## src/riscv_csr_pkg.sv

```systemverilog
package riscv_csr_pkg;

  ////////////////////////////////////////////////////////////
  // widths
  ////////////////////////////////////////////////////////////

  typedef logic [11:0] csr_addr_t;   // csr number
  typedef logic [31:0] csr_data_t;   // csr data word
  typedef logic [5:0]  exc_cause_t;  // bit 5 marks an interrupt
  typedef logic [3:0]  core_id_t;
  typedef logic [5:0]  cluster_id_t;

  // csr operation, same encoding as the csr instruction funct bits
  typedef enum logic [1:0] {
    CSR_OP_NONE  = 2'b00,  // plain read
    CSR_OP_WRITE = 2'b01,
    CSR_OP_SET   = 2'b10,
    CSR_OP_CLEAR = 2'b11
  } csr_op_e;

  ////////////////////////////////////////////////////////////
  // csr address map
  ////////////////////////////////////////////////////////////

  // machine mode registers
  localparam csr_addr_t CSR_MSTATUS  = 12'h300;
  localparam csr_addr_t CSR_MSCRATCH = 12'h340;
  localparam csr_addr_t CSR_MEPC     = 12'h341;
  localparam csr_addr_t CSR_MCAUSE   = 12'h342;
  localparam csr_addr_t CSR_MHARTID  = 12'hF14;  // read only

  // performance counters, read only
  localparam csr_addr_t CSR_PCCR_INSTR = 12'h781;  // retired instructions
  localparam csr_addr_t CSR_PCCR_LOAD  = 12'h782;  // granted loads
  localparam csr_addr_t CSR_PCCR_STORE = 12'h783;  // granted stores

  // global interrupt enable inside mstatus
  localparam int unsigned MSTATUS_MIE_BIT = 3;

endpackage

```

## src/riscv_dbg_pkg.sv

```systemverilog
package riscv_dbg_pkg;

  typedef logic [14:0] dbg_addr_t;  // debug bus address

  ////////////////////////////////////////////////////////////
  // debug bus address map
  ////////////////////////////////////////////////////////////

  // bit 14 set selects csr space, csr number in bits 13:2
  localparam int unsigned DBG_CSR_SEL_BIT = 14;

  // control space, everything else reads zero
  localparam dbg_addr_t   DBG_CTRL_ADDR     = 15'h0000;
  localparam int unsigned DBG_CTRL_HALT_BIT = 0;  // halt flag in ctrl reg

  // halt state machine
  typedef enum logic {
    DBG_RUNNING = 1'b0,
    DBG_HALTED  = 1'b1
  } dbg_state_e;

endpackage

```

## src/riscv_csr_arbiter.sv

```systemverilog
`timescale 1ns/10ps

module riscv_csr_arbiter
  import riscv_csr_pkg::*;
(
  input  logic      clk_i,
  input  logic      arst_n_i,

  // core side, from ex stage
  input  logic      core_access_i,
  input  csr_op_e   core_op_i,
  input  csr_addr_t core_addr_i,
  input  csr_data_t core_wdata_i,
  output logic      core_rvalid_o,
  output csr_data_t core_rdata_o,

  // debug side, always wins
  input  logic      dbg_req_i,
  input  logic      dbg_we_i,
  input  csr_addr_t dbg_addr_i,
  input  csr_data_t dbg_wdata_i,
  output logic      dbg_rvalid_o,
  output csr_data_t dbg_rdata_o,

  // towards the register file
  output logic      rf_access_o,
  output csr_op_e   rf_op_o,
  output csr_addr_t rf_addr_o,
  output csr_data_t rf_wdata_o,
  input  csr_data_t rf_rdata_i   // registered, one cycle after issue
);

  // one-entry hold for a core access that lost to debug
  logic      hold_valid_q;
  csr_op_e   hold_op_q;
  csr_addr_t hold_addr_q;
  csr_data_t hold_wdata_q;
  logic      hold_load;

  logic      issue_dbg;
  logic      issue_hold;
  logic      issue_core;
  csr_op_e   dbg_op;

  // who got the rf last cycle
  logic      issued_q;
  logic      owner_dbg_q;

  ////////////////////////////////////////////////////////////
  // issue selection
  ////////////////////////////////////////////////////////////

  assign dbg_op     = dbg_we_i ? CSR_OP_WRITE : CSR_OP_NONE;  // debug only reads or writes
  assign issue_dbg  = dbg_req_i;
  assign issue_hold = hold_valid_q & ~dbg_req_i;                  // held access next in line
  assign issue_core = core_access_i & ~dbg_req_i & ~hold_valid_q;
  assign hold_load  = core_access_i & ~issue_core;                // core lost this cycle

  always_comb begin
    rf_access_o = issue_dbg | issue_hold | issue_core;
    if (issue_dbg) begin
      rf_op_o    = dbg_op;
      rf_addr_o  = dbg_addr_i;
      rf_wdata_o = dbg_wdata_i;
    end else if (issue_hold) begin
      rf_op_o    = hold_op_q;
      rf_addr_o  = hold_addr_q;
      rf_wdata_o = hold_wdata_q;
    end else begin
      rf_op_o    = core_op_i;  // also the idle value
      rf_addr_o  = core_addr_i;
      rf_wdata_o = core_wdata_i;
    end
  end

  ////////////////////////////////////////////////////////////
  // hold entry and owner tracking
  ////////////////////////////////////////////////////////////

  always_ff @(posedge clk_i or negedge arst_n_i) begin
    if (!arst_n_i) begin
      hold_valid_q <= 1'b0;
      issued_q     <= 1'b0;
      owner_dbg_q  <= 1'b0;
    end else begin
      hold_valid_q <= hold_load | (hold_valid_q & ~issue_hold);
      issued_q     <= rf_access_o;
      owner_dbg_q  <= issue_dbg;
    end
  end

  // payload of the held access
  always_ff @(posedge clk_i) begin
    if (hold_load) begin
      hold_op_q    <= core_op_i;
      hold_addr_q  <= core_addr_i;
      hold_wdata_q <= core_wdata_i;
    end
  end

  // route read data back to whoever issued last cycle
  assign core_rvalid_o = issued_q & ~owner_dbg_q;
  assign dbg_rvalid_o  = issued_q & owner_dbg_q;
  assign core_rdata_o  = core_rvalid_o ? rf_rdata_i : '0;
  assign dbg_rdata_o   = dbg_rvalid_o ? rf_rdata_i : '0;

endmodule

```

## src/riscv_cs_registers.sv

```systemverilog
`timescale 1ns/10ps

module riscv_cs_registers
  import riscv_csr_pkg::*;
(
  input  logic        clk_i,
  input  logic        arst_n_i,

  // single access port, from the arbiter
  input  logic        access_i,
  input  csr_op_e     op_i,
  input  csr_addr_t   addr_i,
  input  csr_data_t   wdata_i,
  output csr_data_t   rdata_o,   // valid the cycle after access_i

  // static ids for mhartid
  input  core_id_t    core_id_i,
  input  cluster_id_t cluster_id_i,

  // exception save
  input  logic        exc_save_i,
  input  csr_data_t   exc_pc_i,
  input  exc_cause_t  exc_cause_i,

  // counter values
  input  csr_data_t   cnt_instr_i,
  input  csr_data_t   cnt_load_i,
  input  csr_data_t   cnt_store_i,

  output logic        irq_enable_o,
  output csr_data_t   mepc_o
);

  logic       mie_q;       // mstatus.MIE
  csr_data_t  mscratch_q;
  csr_data_t  mepc_q;
  exc_cause_t mcause_q;

  csr_data_t  rdata_int;   // current value at addr_i
  csr_data_t  wdata_int;   // value after the operation
  csr_data_t  rdata_q;
  logic       csr_we;

  ////////////////////////////////////////////////////////////
  // read mux
  ////////////////////////////////////////////////////////////

  always_comb begin
    rdata_int = '0;  // unknown addresses read zero
    case (addr_i)
      CSR_MSTATUS:    rdata_int[MSTATUS_MIE_BIT] = mie_q;
      CSR_MSCRATCH:   rdata_int = mscratch_q;
      CSR_MEPC:       rdata_int = mepc_q;
      CSR_MCAUSE:     rdata_int = {mcause_q[5], 26'b0, mcause_q[4:0]};  // irq flag on top
      CSR_MHARTID:    rdata_int = {21'b0, cluster_id_i, 1'b0, core_id_i};
      CSR_PCCR_INSTR: rdata_int = cnt_instr_i;
      CSR_PCCR_LOAD:  rdata_int = cnt_load_i;
      CSR_PCCR_STORE: rdata_int = cnt_store_i;
      default:        rdata_int = '0;
    endcase
  end

  // write, set and clear all work on the old value
  always_comb begin
    case (op_i)
      CSR_OP_WRITE: wdata_int = wdata_i;
      CSR_OP_SET:   wdata_int = rdata_int | wdata_i;
      CSR_OP_CLEAR: wdata_int = rdata_int & ~wdata_i;
      default:      wdata_int = rdata_int;
    endcase
  end

  assign csr_we = access_i & (op_i != CSR_OP_NONE);

  ////////////////////////////////////////////////////////////
  // register update
  ////////////////////////////////////////////////////////////

  always_ff @(posedge clk_i or negedge arst_n_i) begin
    if (!arst_n_i) begin
      mie_q      <= 1'b0;
      mscratch_q <= '0;
      mepc_q     <= '0;
      mcause_q   <= '0;
    end else begin
      if (csr_we) begin
        case (addr_i)
          CSR_MSTATUS:  mie_q      <= wdata_int[MSTATUS_MIE_BIT];
          CSR_MSCRATCH: mscratch_q <= wdata_int;
          CSR_MEPC:     mepc_q     <= wdata_int;
          CSR_MCAUSE:   mcause_q   <= {wdata_int[31], wdata_int[4:0]};
          default: ;    // read only or unmapped
        endcase
      end
      // exception entry overrides a csr write in the same cycle
      if (exc_save_i) begin
        mie_q    <= 1'b0;  // irqs off on entry
        mepc_q   <= exc_pc_i;
        mcause_q <= exc_cause_i;
      end
    end
  end

  // read data holds the pre-update value
  always_ff @(posedge clk_i) begin
    if (access_i) begin
      rdata_q <= rdata_int;
    end
  end

  assign rdata_o      = rdata_q;
  assign irq_enable_o = mie_q;
  assign mepc_o       = mepc_q;

endmodule

```

## src/riscv_perf_counters.sv

```systemverilog
`timescale 1ns/10ps

module riscv_perf_counters
  import riscv_csr_pkg::*;
(
  input  logic      clk_i,
  input  logic      arst_n_i,

  input  logic      halted_i,         // freezes all counters

  // event sources
  input  logic      instr_retired_i,
  input  logic      data_req_i,       // observed data bus
  input  logic      data_gnt_i,
  input  logic      data_we_i,

  output csr_data_t cnt_instr_o,
  output csr_data_t cnt_load_o,
  output csr_data_t cnt_store_o
);

  localparam int unsigned N_CNT = 3;

  logic [N_CNT-1:0] event_vec;  // one bit per counter
  csr_data_t        cnt_q [N_CNT];
  logic             mem_xfer;

  // a transfer only happens on grant
  assign mem_xfer     = data_req_i & data_gnt_i;
  assign event_vec[0] = instr_retired_i;
  assign event_vec[1] = mem_xfer & ~data_we_i;  // load
  assign event_vec[2] = mem_xfer & data_we_i;   // store

  ////////////////////////////////////////////////////////////
  // counters, 32 bit wrapping
  ////////////////////////////////////////////////////////////

  always_ff @(posedge clk_i or negedge arst_n_i) begin
    if (!arst_n_i) begin
      for (int i = 0; i < N_CNT; i++) begin
        cnt_q[i] <= '0;
      end
    end else if (!halted_i) begin
      for (int i = 0; i < N_CNT; i++) begin
        if (event_vec[i]) cnt_q[i] <= cnt_q[i] + 32'd1;  // wraps at 2^32
      end
    end
  end

  assign cnt_instr_o = cnt_q[0];
  assign cnt_load_o  = cnt_q[1];
  assign cnt_store_o = cnt_q[2];

endmodule

```

## src/riscv_debug_unit.sv

```systemverilog
`timescale 1ns/10ps

module riscv_debug_unit
  import riscv_csr_pkg::*;
  import riscv_dbg_pkg::*;
(
  input  logic      clk_i,
  input  logic      arst_n_i,

  // debug bus, every request accepted
  input  logic      debug_req_i,
  input  dbg_addr_t debug_addr_i,
  input  logic      debug_we_i,
  input  csr_data_t debug_wdata_i,
  output logic      debug_rvalid_o,
  output csr_data_t debug_rdata_o,

  // halt control pins
  input  logic      debug_halt_i,
  input  logic      debug_resume_i,
  output logic      debug_halted_o,

  // csr port towards the arbiter
  output logic      csr_req_o,
  output logic      csr_we_o,
  output csr_addr_t csr_addr_o,
  output csr_data_t csr_wdata_o,
  input  logic      csr_rvalid_i,
  input  csr_data_t csr_rdata_i
);

  logic       csr_sel;      // address in csr space
  logic       ctrl_hit;     // debug control register hit
  logic       ctrl_wr;
  logic       halt_set;
  logic       halt_clr;
  logic       ctrl_rvalid_q;
  csr_data_t  ctrl_rdata_q;
  csr_data_t  ctrl_rdata_d;
  dbg_state_e state_q, state_d;

  ////////////////////////////////////////////////////////////
  // address decode
  ////////////////////////////////////////////////////////////

  assign csr_sel     = debug_addr_i[DBG_CSR_SEL_BIT];
  assign csr_req_o   = debug_req_i & csr_sel;
  assign csr_we_o    = debug_we_i;
  assign csr_addr_o  = debug_addr_i[DBG_CSR_SEL_BIT-1:2];  // word address to csr number
  assign csr_wdata_o = debug_wdata_i;

  assign ctrl_hit = debug_req_i & ~csr_sel & (debug_addr_i == DBG_CTRL_ADDR);
  assign ctrl_wr  = ctrl_hit & debug_we_i;

  // halt requests from pins or the ctrl register
  assign halt_set = debug_halt_i | (ctrl_wr & debug_wdata_i[DBG_CTRL_HALT_BIT]);
  assign halt_clr = debug_resume_i | (ctrl_wr & ~debug_wdata_i[DBG_CTRL_HALT_BIT]);

  ////////////////////////////////////////////////////////////
  // halt fsm
  ////////////////////////////////////////////////////////////

  always_comb begin
    state_d = state_q;
    case (state_q)
      DBG_RUNNING: if (halt_set) state_d = DBG_HALTED;
      DBG_HALTED:  if (halt_clr && !halt_set) state_d = DBG_RUNNING;  // halt wins
      default:     state_d = DBG_RUNNING;
    endcase
  end

  always_ff @(posedge clk_i or negedge arst_n_i) begin
    if (!arst_n_i) begin
      state_q       <= DBG_RUNNING;
      ctrl_rvalid_q <= 1'b0;
    end else begin
      state_q       <= state_d;
      ctrl_rvalid_q <= debug_req_i & ~csr_sel;  // any non-csr access answers
    end
  end

  assign debug_halted_o = (state_q == DBG_HALTED);

  // ctrl read returns halt state seen during the request
  always_comb begin
    ctrl_rdata_d = '0;
    if (ctrl_hit) ctrl_rdata_d[DBG_CTRL_HALT_BIT] = debug_halted_o;
  end

  always_ff @(posedge clk_i) begin
    ctrl_rdata_q <= ctrl_rdata_d;
  end

  // response, csr data forwarded as it comes back
  assign debug_rvalid_o = ctrl_rvalid_q | csr_rvalid_i;
  assign debug_rdata_o  = csr_rvalid_i ? csr_rdata_i : ctrl_rdata_q;

endmodule

```

## src/riscv_csr_subsystem.sv

```systemverilog
`timescale 1ns/10ps

module riscv_csr_subsystem
  import riscv_csr_pkg::*;
  import riscv_dbg_pkg::*;
(
  input  logic        clk_i,
  input  logic        arst_n_i,

  input  core_id_t    core_id_i,
  input  cluster_id_t cluster_id_i,

  // core csr port
  input  logic        csr_access_i,
  input  csr_op_e     csr_op_i,
  input  csr_addr_t   csr_addr_i,
  input  csr_data_t   csr_wdata_i,
  output logic        core_csr_rvalid_o,
  output csr_data_t   core_csr_rdata_o,

  // events and exceptions
  input  logic        instr_retired_i,
  input  logic        data_req_i,
  input  logic        data_gnt_i,
  input  logic        data_we_i,
  input  logic        exc_save_i,
  input  csr_data_t   exc_pc_i,
  input  exc_cause_t  exc_cause_i,

  // debug bus
  input  logic        debug_req_i,
  input  dbg_addr_t   debug_addr_i,
  input  logic        debug_we_i,
  input  csr_data_t   debug_wdata_i,
  output logic        debug_rvalid_o,
  output csr_data_t   debug_rdata_o,
  input  logic        debug_halt_i,
  input  logic        debug_resume_i,
  output logic        debug_halted_o,

  output logic        irq_enable_o,
  output csr_data_t   mepc_o
);

  // debug unit to arbiter
  logic      dbg_csr_req;
  logic      dbg_csr_we;
  csr_addr_t dbg_csr_addr;
  csr_data_t dbg_csr_wdata;
  logic      dbg_csr_rvalid;
  csr_data_t dbg_csr_rdata;

  // arbiter to register file
  logic      rf_access;
  csr_op_e   rf_op;
  csr_addr_t rf_addr;
  csr_data_t rf_wdata;
  csr_data_t rf_rdata;

  csr_data_t cnt_instr;
  csr_data_t cnt_load;
  csr_data_t cnt_store;
  logic      halted;

  assign debug_halted_o = halted;

  ////////////////////////////////////////////////////////////
  // csr access arbitration
  ////////////////////////////////////////////////////////////

  riscv_csr_arbiter csr_arbiter_i (
    .clk_i         ( clk_i             ),
    .arst_n_i      ( arst_n_i          ),
    .core_access_i ( csr_access_i      ),
    .core_op_i     ( csr_op_i          ),
    .core_addr_i   ( csr_addr_i        ),
    .core_wdata_i  ( csr_wdata_i       ),
    .core_rvalid_o ( core_csr_rvalid_o ),
    .core_rdata_o  ( core_csr_rdata_o  ),
    .dbg_req_i     ( dbg_csr_req       ),
    .dbg_we_i      ( dbg_csr_we        ),
    .dbg_addr_i    ( dbg_csr_addr      ),
    .dbg_wdata_i   ( dbg_csr_wdata     ),
    .dbg_rvalid_o  ( dbg_csr_rvalid    ),
    .dbg_rdata_o   ( dbg_csr_rdata     ),
    .rf_access_o   ( rf_access         ),
    .rf_op_o       ( rf_op             ),
    .rf_addr_o     ( rf_addr           ),
    .rf_wdata_o    ( rf_wdata          ),
    .rf_rdata_i    ( rf_rdata          )
  );

  riscv_cs_registers cs_registers_i (
    .clk_i        ( clk_i        ),
    .arst_n_i     ( arst_n_i     ),
    .access_i     ( rf_access    ),
    .op_i         ( rf_op        ),
    .addr_i       ( rf_addr      ),
    .wdata_i      ( rf_wdata     ),
    .rdata_o      ( rf_rdata     ),
    .core_id_i    ( core_id_i    ),
    .cluster_id_i ( cluster_id_i ),
    .exc_save_i   ( exc_save_i   ),
    .exc_pc_i     ( exc_pc_i     ),
    .exc_cause_i  ( exc_cause_i  ),
    .cnt_instr_i  ( cnt_instr    ),
    .cnt_load_i   ( cnt_load     ),
    .cnt_store_i  ( cnt_store    ),
    .irq_enable_o ( irq_enable_o ),
    .mepc_o       ( mepc_o       )
  );

  ////////////////////////////////////////////////////////////
  // counters and debug
  ////////////////////////////////////////////////////////////

  riscv_perf_counters perf_counters_i (
    .clk_i           ( clk_i           ),
    .arst_n_i        ( arst_n_i        ),
    .halted_i        ( halted          ),  // frozen in debug halt
    .instr_retired_i ( instr_retired_i ),
    .data_req_i      ( data_req_i      ),
    .data_gnt_i      ( data_gnt_i      ),
    .data_we_i       ( data_we_i       ),
    .cnt_instr_o     ( cnt_instr       ),
    .cnt_load_o      ( cnt_load        ),
    .cnt_store_o     ( cnt_store       )
  );

  riscv_debug_unit debug_unit_i (
    .clk_i          ( clk_i          ),
    .arst_n_i       ( arst_n_i       ),
    .debug_req_i    ( debug_req_i    ),
    .debug_addr_i   ( debug_addr_i   ),
    .debug_we_i     ( debug_we_i     ),
    .debug_wdata_i  ( debug_wdata_i  ),
    .debug_rvalid_o ( debug_rvalid_o ),
    .debug_rdata_o  ( debug_rdata_o  ),
    .debug_halt_i   ( debug_halt_i   ),
    .debug_resume_i ( debug_resume_i ),
    .debug_halted_o ( halted         ),
    .csr_req_o      ( dbg_csr_req    ),
    .csr_we_o       ( dbg_csr_we     ),
    .csr_addr_o     ( dbg_csr_addr   ),
    .csr_wdata_o    ( dbg_csr_wdata  ),
    .csr_rvalid_i   ( dbg_csr_rvalid ),
    .csr_rdata_i    ( dbg_csr_rdata  )
  );

endmodule

```

## config.mk

```make
export PLATFORM = sky130hd
export DESIGN_NAME = riscv_csr_subsystem
export DESIGN_NICKNAME = d
export VERILOG_FILES = /design/src/riscv_csr_pkg.sv /design/src/riscv_dbg_pkg.sv /design/src/riscv_csr_arbiter.sv /design/src/riscv_cs_registers.sv /design/src/riscv_perf_counters.sv /design/src/riscv_debug_unit.sv /design/src/riscv_csr_subsystem.sv
export SDC_FILE = /design/constraint.sdc
export NUM_CORES = 1
export LEC_CHECK = 0
export BUFFER_PORTS_ARGS = -buffer_cell sky130_fd_sc_hd__clkbuf_2
export CORE_MARGIN = 1
export CORE_UTILIZATION = 60
export CTS_CLUSTER_SIZE = 24
export DETAILED_ROUTE_END_ITERATION = 8
export PLACE_DENSITY = 0.86
export SLEW_MARGIN = 15
export SYNTH_ARGS = -nofsm -noshare
export SYNTH_HDL_FRONTEND = slang
export SYNTH_SLANG_ARGS = --single-unit
```

## constraint.sdc

```tcl
create_clock -name clk_i -period 8.6 [get_ports clk_i]
set_input_delay 0.43 -clock clk_i [delete_from_list [all_inputs] [get_ports clk_i]]
set_output_delay 0.43 -clock clk_i [all_outputs]
set_load 0.01 [all_outputs]
```

==> metrics.txt, run 1 <==
Final Hold Viols=0; Worst slew margin=0.263; most numerous cell in the Yosys netlist=nand2_1; RR Endpoint=cs_registers_i.rdata_o[12]$_DFFE_PP_; top cell type's share of synthesized area=0.299; CP bufs+invs=1; largest net degree at the start of global routing=91; final slew viol count=0; H-Tree Depth=1; Setup Viol. Count Final=0; Power Density=181 nW/um^2; Critical R2R Launch=csr_arbiter_i.hold_valid_q$_DFF_PN0_; Resize count post-CTS=0; Critical Path Max Stage Delay=0.90 ns; TNS Setup=0 ns; synth top area cells=dfrtp_1, edfxtp_1, nand2_1; WHS Endpoint=csr_arbiter_i.hold_wdata_q[10]$_DFFE_PP_; Post-route DRC=0; critical-path cell list=buf_4 > mux2i_1 > o21a_1 > o211a_1 > nand2_2 > nor2_1 > o2bb2ai_1 > a221o_1; Mapped Cells=1,492; critical path startpoint category=flip-flop; HP Class=in2reg; Avg Cell Area, Syn=9.65 um^2; r2r setup slk=4.41 ns; CP arrival=4.59 ns; Unique masters post-synth=85; Tcrit/Tclk final=0.487; core area=23,500 um^2; Synthesized Nets=1,648; Yosys reg bits=251; CP top delay family=simple AND/OR/NAND/NOR gates; initial drt markers=1,675; Commonest cells post-synth=nand2_1, dfrtp_1, nor2_1; Worst EP required=9.00 ns; Max-Cap Viols=0; worst vdd ir=0.185 mV; CTS sink cnt=251; worst slew pin tran=1.11 ns; layout cells sized above 1=0.220; Initial Util=0.613; number of flops mapped to enable cells by yosys=78; antenna diode count=0; worst-case clock buffer depth=3; cts bufs inserted=27; number of post-CTS setup repair buffers=0; register area share after synthesis=0.463; Post-synth ARST share=0.685; Reg clk slew, reported paths=0.06 ns; R2R cell count=8; ANT nets after route=0; CP max-delay cell=nor2_1; main flop type after synthesis=dfrtp_1; CP Class=reg2reg; via count=13,200; HP Start=csr_wdata_i[10]; fin area=16,700 um^2; clock root buffer=clkbuf_16; Die Width=157 um; CP endpoint kind=flip-flop; GP Congestion=0.992; unrepaired setup endpoints after global routing=no; GR Overflow Total=0; Max FO, Critical Path=46; CTS tree=done; Synth area leader=dfrtp_1; vias per cell=6.47; Leakage=7.26 nW; hold depth=1; Routed WL=45.9 mm; first-pass GRT wire length=69.9 mm; total die area=24,600 um^2; port bufs=252; worst skew pair latency=0.54 ns; global-route usage over all layers=0.376; Area Overhead vs Synth=16.1%; Final Net Count=1,853; WHS=0.0872 ns; vias in the first global route=12,100; clock period minus worst slack=4.19 ns; first drt pass iteration count=6; Final Util=0.712; Max Fclk=0.239 GHz; placed cell area=15,800 um^2; Netlist Area Pre-Place=14,400 um^2; synth warn=0; Top-Level Pins=253; drt wl/cell=22.5 um; Detailed Place HPWL=33.4 mm; row count=56; Die H=157 um; result of the run=finished clean; initial antenna violation count=0; final clock skew=0.0132 ns
[where the power goes]
group          switching, W  internal (W)  total [W]
clock              0.000497      0.000699    0.00120
sequential        0.0000725       0.00130    0.00137
combinational      0.000292      0.000169   0.000462
[routing by layer]
| layer | part of all wire | wire (um) | track usage |
|---|---|---|---|
| met1 | 0.40 | 18200 | 0.521 |
| met2 | 0.45 | 20500 | 0.577 |
| met3 | 0.12 | 5730 | 0.101 |
| met4 | 0.032 | 1450 | 0.108 |
| met5 | 0 | 0 | 0 |
[how the worst max path moves through the flow]
stage	slack (ns)	start	cells past startpoint	to
after floorplan	5.52	debug_addr_i[14]	7	csr_arbiter_i.hold_addr_q[0]$_DFFE_PP_
after global placement	4.60	debug_addr_i[14]	9	cs_registers_i.rdata_o[12]$_DFFE_PP_
after detailed placement	4.38	debug_addr_i[14]	9	cs_registers_i.rdata_o[12]$_DFFE_PP_
after CTS	4.56	csr_arbiter_i.hold_valid_q$_DFF_PN0_	8	cs_registers_i.rdata_o[12]$_DFFE_PP_
after global routing	4.11	csr_arbiter_i.hold_valid_q$_DFF_PN0_	9	cs_registers_i.mepc_o[31]$_DFFE_PN0P_
final	4.41	csr_arbiter_i.hold_valid_q$_DFF_PN0_	8	cs_registers_i.rdata_o[12]$_DFFE_PP_
[timing repair]
item | 4_1_cts | 5_1_grt
endpoints found under the hold margin | 11 | 0
hold buffers | 1 | 0
endpoints found under the setup margin | 0 | 0
[layout by cell type, fill, tap and decap left out, types with 6 or more instances in the layout]
cell type	netlist	layout
a211oi_1	8	8
a21oi_1	71	71
a221o_1	16	16
a222oi_1	7	7
a22oi_1	36	36
a31oi_1	7	7
and2_1	54	54
and3_1	54	54
and4_1	6	6
buf_4	5	19
clkbuf_16	0	28
clkbuf_2	0	251
dfrtp_1	172	171
edfxtp_1	78	78
inv_1	23	23
mux2_2	23	23
mux2i_1	43	43
nand2_1	180	180
nand2b_1	6	6
nand3_1	72	72
nand4_1	48	48
nor2_1	115	114
nor3_1	23	23
nor4_1	12	11
o2111ai_1	16	16
o211ai_1	12	12
o21ai_0	45	45
o21ai_1	11	11
o221ai_1	13	13
o22ai_1	7	7
o2bb2ai_1	8	8
o311ai_0	14	14
o31ai_1	6	6
or3_1	14	14
xnor2_1	68	68
xor2_1	31	31
[registers in the layout (all words and copies together) (netlist names), 2 cells and up]
name / cells
cs_registers_i.mepc_o: 32
cs_registers_i.mcause_q: 6
csr_arbiter_i.hold_wdata_q: 32
perf_counters_i.cnt_store_o: 32
perf_counters_i.cnt_load_o: 32
csr_arbiter_i.hold_addr_q: 12
cs_registers_i.rdata_o: 32
perf_counters_i.cnt_instr_o: 32
csr_arbiter_i.hold_op_q: 2
cs_registers_i.mscratch_q: 32
[cells by family (layout without fill, tap and decap cells)]
family	Yosys count	in the layout	synth area share
and+or+nand+nor	612	612	0.213
AOI/OAI and AO/OA	330	330	0.164
DFF	251	251	0.463
buffers and inverters	121	346	0.0388
xor gates and xnor gates	99	99	0.0603
muxes	75	75	0.0565
adders and majority gates	4	4	0.00330
[cell type report]
| class | instances | area, um^2 |
|---|---|---|
| Clock buffer | 36 | 781 |
| Clock inverter | 13 | 133 |
| Fill cell | 1689 | 6770 |
| Inverter | 24 | 92.6 |
| Multi-Input combinational cell | 1120 | 7190 |
| Sequential cell | 251 | 6670 |
| Tap cell | 319 | 399 |
| Timing Repair Buffer | 273 | 1440 |
[per-stage QoR]
stage / setup WS (ns) / total power, W / instances
finish: 4.41 / 0.00303 / 2036
global route: 4.11 / 0.00312 / 2036
CTS: 4.56 / 0.00302 / 2035
detailed placement: 4.38 / 0.00184 / 1985
global placement: 4.60 / 0.00183 / 1985
floorplan: 5.52 / 0.00166 / 1492
No activity file was read; power rests on OpenSTA's default activity.
==> inputs of run 2 (changes only) <==
--- a/config.mk
+++ b/config.mk
@@ -7,10 +7,10 @@
 export LEC_CHECK = 0
 export BUFFER_PORTS_ARGS = -buffer_cell sky130_fd_sc_hd__clkbuf_2
 export CORE_MARGIN = 1
-export CORE_UTILIZATION = 60
+export CORE_UTILIZATION = 57
 export CTS_CLUSTER_SIZE = 24
 export DETAILED_ROUTE_END_ITERATION = 8
-export PLACE_DENSITY = 0.86
+export PLACE_DENSITY = 0.82
 export SLEW_MARGIN = 15
 export SYNTH_ARGS = -nofsm -noshare
 export SYNTH_HDL_FRONTEND = slang
==> constraint.sdc (replaced) <==
create_clock -name clk_i -period 4 [get_ports clk_i]
set_input_delay 0.2 -clock clk_i [delete_from_list [all_inputs] [get_ports clk_i]]
set_output_delay 0.2 -clock clk_i [all_outputs]
set_load 0.01 [all_outputs]
==> metrics.txt, run 2 (synthesized netlist as in run 1, its figures left out) <==
result of the run=finished clean; Final Hold Viols=0; Max FO, Critical Path=15; Area Overhead vs Synth=23.9%; Detailed Place HPWL=34.2 mm; Initial Util=0.587; CTS tree=done; Tot Pwr=0.00672 W; critical path startpoint category=flip-flop; HP Class=in2reg; worst slew pin tran=1.18 ns; drt wl/cell=22.6 um; Power Density=377 nW/um^2; Final Non-Filler Cells=2,157; unrepaired setup endpoints after global routing=no; Worst slew margin=0.216; Critical R2R Launch=csr_arbiter_i.hold_valid_q$_DFF_PN0_; total die area=25,900 um^2; GR Overflow Total=0; hold depth=3; Routed WL=48.8 mm; # placed instances=2,017; CP endpoint kind=flip-flop; most frequent cells in the layout=clkbuf_2, nand2_1, dfrtp_1, nor2_1, dlygate4sd3_1; global-route usage over all layers=0.376; worst skew pair latency=0.55 ns; Top-Level Pins=253; fillers=1,800; Max-Cap Viols=0; CP arrival=4.17 ns; via count=13,900; clock period minus worst slack=3.74 ns; Resize count post-CTS=0; RR Endpoint=cs_registers_i.mepc_o[28]$_DFFE_PN0P_; final clock skew=0.0120 ns; Worst EP required=4.43 ns; first-pass GRT wire length=75.4 mm; antenna diode count=0; worst vdd ir=0.345 mV; HP Start=data_we_i; GP Congestion=0.947; r2r setup slk=0.26 ns; WHS Endpoint=perf_counters_i.cnt_load_o[0]$_DFFE_PN0P_; Reg area=6670 um^2; core area=24,500 um^2; ANT nets after route=0; TNS Setup=0 ns; Leakage=7.77 nW; vias in the first global route=13,400; Reg clk slew, reported paths=0.06 ns; port bufs=252; clock root buffer=clkbuf_16; most common cell after layout, fill and taps aside=clkbuf_2; Max Fclk=0.268 GHz; Die H=161 um; initial drt markers=1,616; Tcrit/Tclk final=0.934; final slew viol count=0; vias per cell=6.42; Die Width=161 um; Setup Viol. Count Final=0; first drt pass iteration count=6; layout cells sized above 1=0.217; area of the multi-input gates=7190 um^2; cts bufs inserted=28; Final Net Count=1,967; H-Tree Depth=1; row count=57; initial antenna violation count=0; largest net degree at the start of global routing=91; worst-case clock buffer depth=3; CTS sink cnt=251; R2R cell count=8; CP Class=reg2reg; Post-route DRC=0
[run 2: changes by cell type in the layout (fill, tap and decap cells not counted), moves of 4 or more]
cell,previous run,this run
clkinv_4,4,0
dlygate4sd3_1,1,88
buf_4,19,43
clkbuf_1,3,9
[run 2: what timing repair did]
action / CTS / global route
setup buffers: 0 / 0
endpoints found under the setup margin: 0 / 0
hold endpoints to repair: 175 / 0
hold buffers: 88 / 0
[run 2: final cells by class]
type / count / share of cell area
tap: 324 / 0.0227
clock inverter: 10 / 0.00694
clock buffer: 42 / 0.0463
timing repair buffer: 386 / 0.142
multi-input combinational: 1120 / 0.403
inverter: 24 / 0.00519
sequential: 251 / 0.374
[run 2: where the power goes]
part / leakage [nW] / internal [W] / switching [W]
Combinational: 4.26 / 0.000435 / 0.000669
Sequential: 3.04 / 0.00280 / 0.000144
Clock: 0.461 / 0.00161 / 0.00106
[run 2: worst max-delay path by stage]
| stage | from | endpoint | slack, ns | depth (start not counted) |
|---|---|---|---|---|
| after CTS | csr_arbiter_i.hold_valid_q$_DFF_PN0_ | cs_registers_i.mepc_o[28]$_DFFE_PN0P_ | 0.44 | 8 |
| final | csr_arbiter_i.hold_valid_q$_DFF_PN0_ | cs_registers_i.mepc_o[28]$_DFFE_PN0P_ | 0.26 | 8 |
| after detailed placement | csr_arbiter_i.hold_valid_q$_DFF_PN0_ | cs_registers_i.mepc_o[28]$_DFFE_PN0P_ | 0.46 | 8 |
| after global routing | csr_arbiter_i.hold_valid_q$_DFF_PN0_ | cs_registers_i.mepc_o[28]$_DFFE_PN0P_ | 0.10 | 8 |
| after floorplan | debug_addr_i[14] | csr_arbiter_i.hold_addr_q[0]$_DFFE_PP_ | 1.15 | 7 |
| after global placement | csr_arbiter_i.hold_valid_q$_DFF_PN0_ | cs_registers_i.mepc_o[28]$_DFFE_PN0P_ | 0.48 | 8 |
[run 2: layer usage]
metal	vias up	GRT usage	part of all wire
met3	121	0.0757	0.11
li1	6161	-	-
met2	922	0.610	0.46
met5	-	0	0
met4	0	0.0999	0.027
met1	6654	0.516	0.40
[run 2: stage by stage]
stage	utilization	setup WS (ns)	hold slack, ns	cell area, um^2
after floorplan	-	1.15	-0.0956	14400
after global placement	0.652	0.483	0.329	16000
after detailed placement	0.652	0.463	0.337	16000
after CTS	0.727	0.444	0.0243	17800
after global routing	0.727	0.103	0.0397	17800
final	0.727	0.265	0.0215	17800
[run 2: critical path, cell delays in order, from the launching register on]
cell	delay, ns
dfrtp_2	0.62
mux2_4	0.37
o21ai_2	0.45
buf_4	0.30
nor4_2	0.09
and3_1	0.37
a222oi_1	0.84
o22ai_1	0.21
a221o_1	0.37
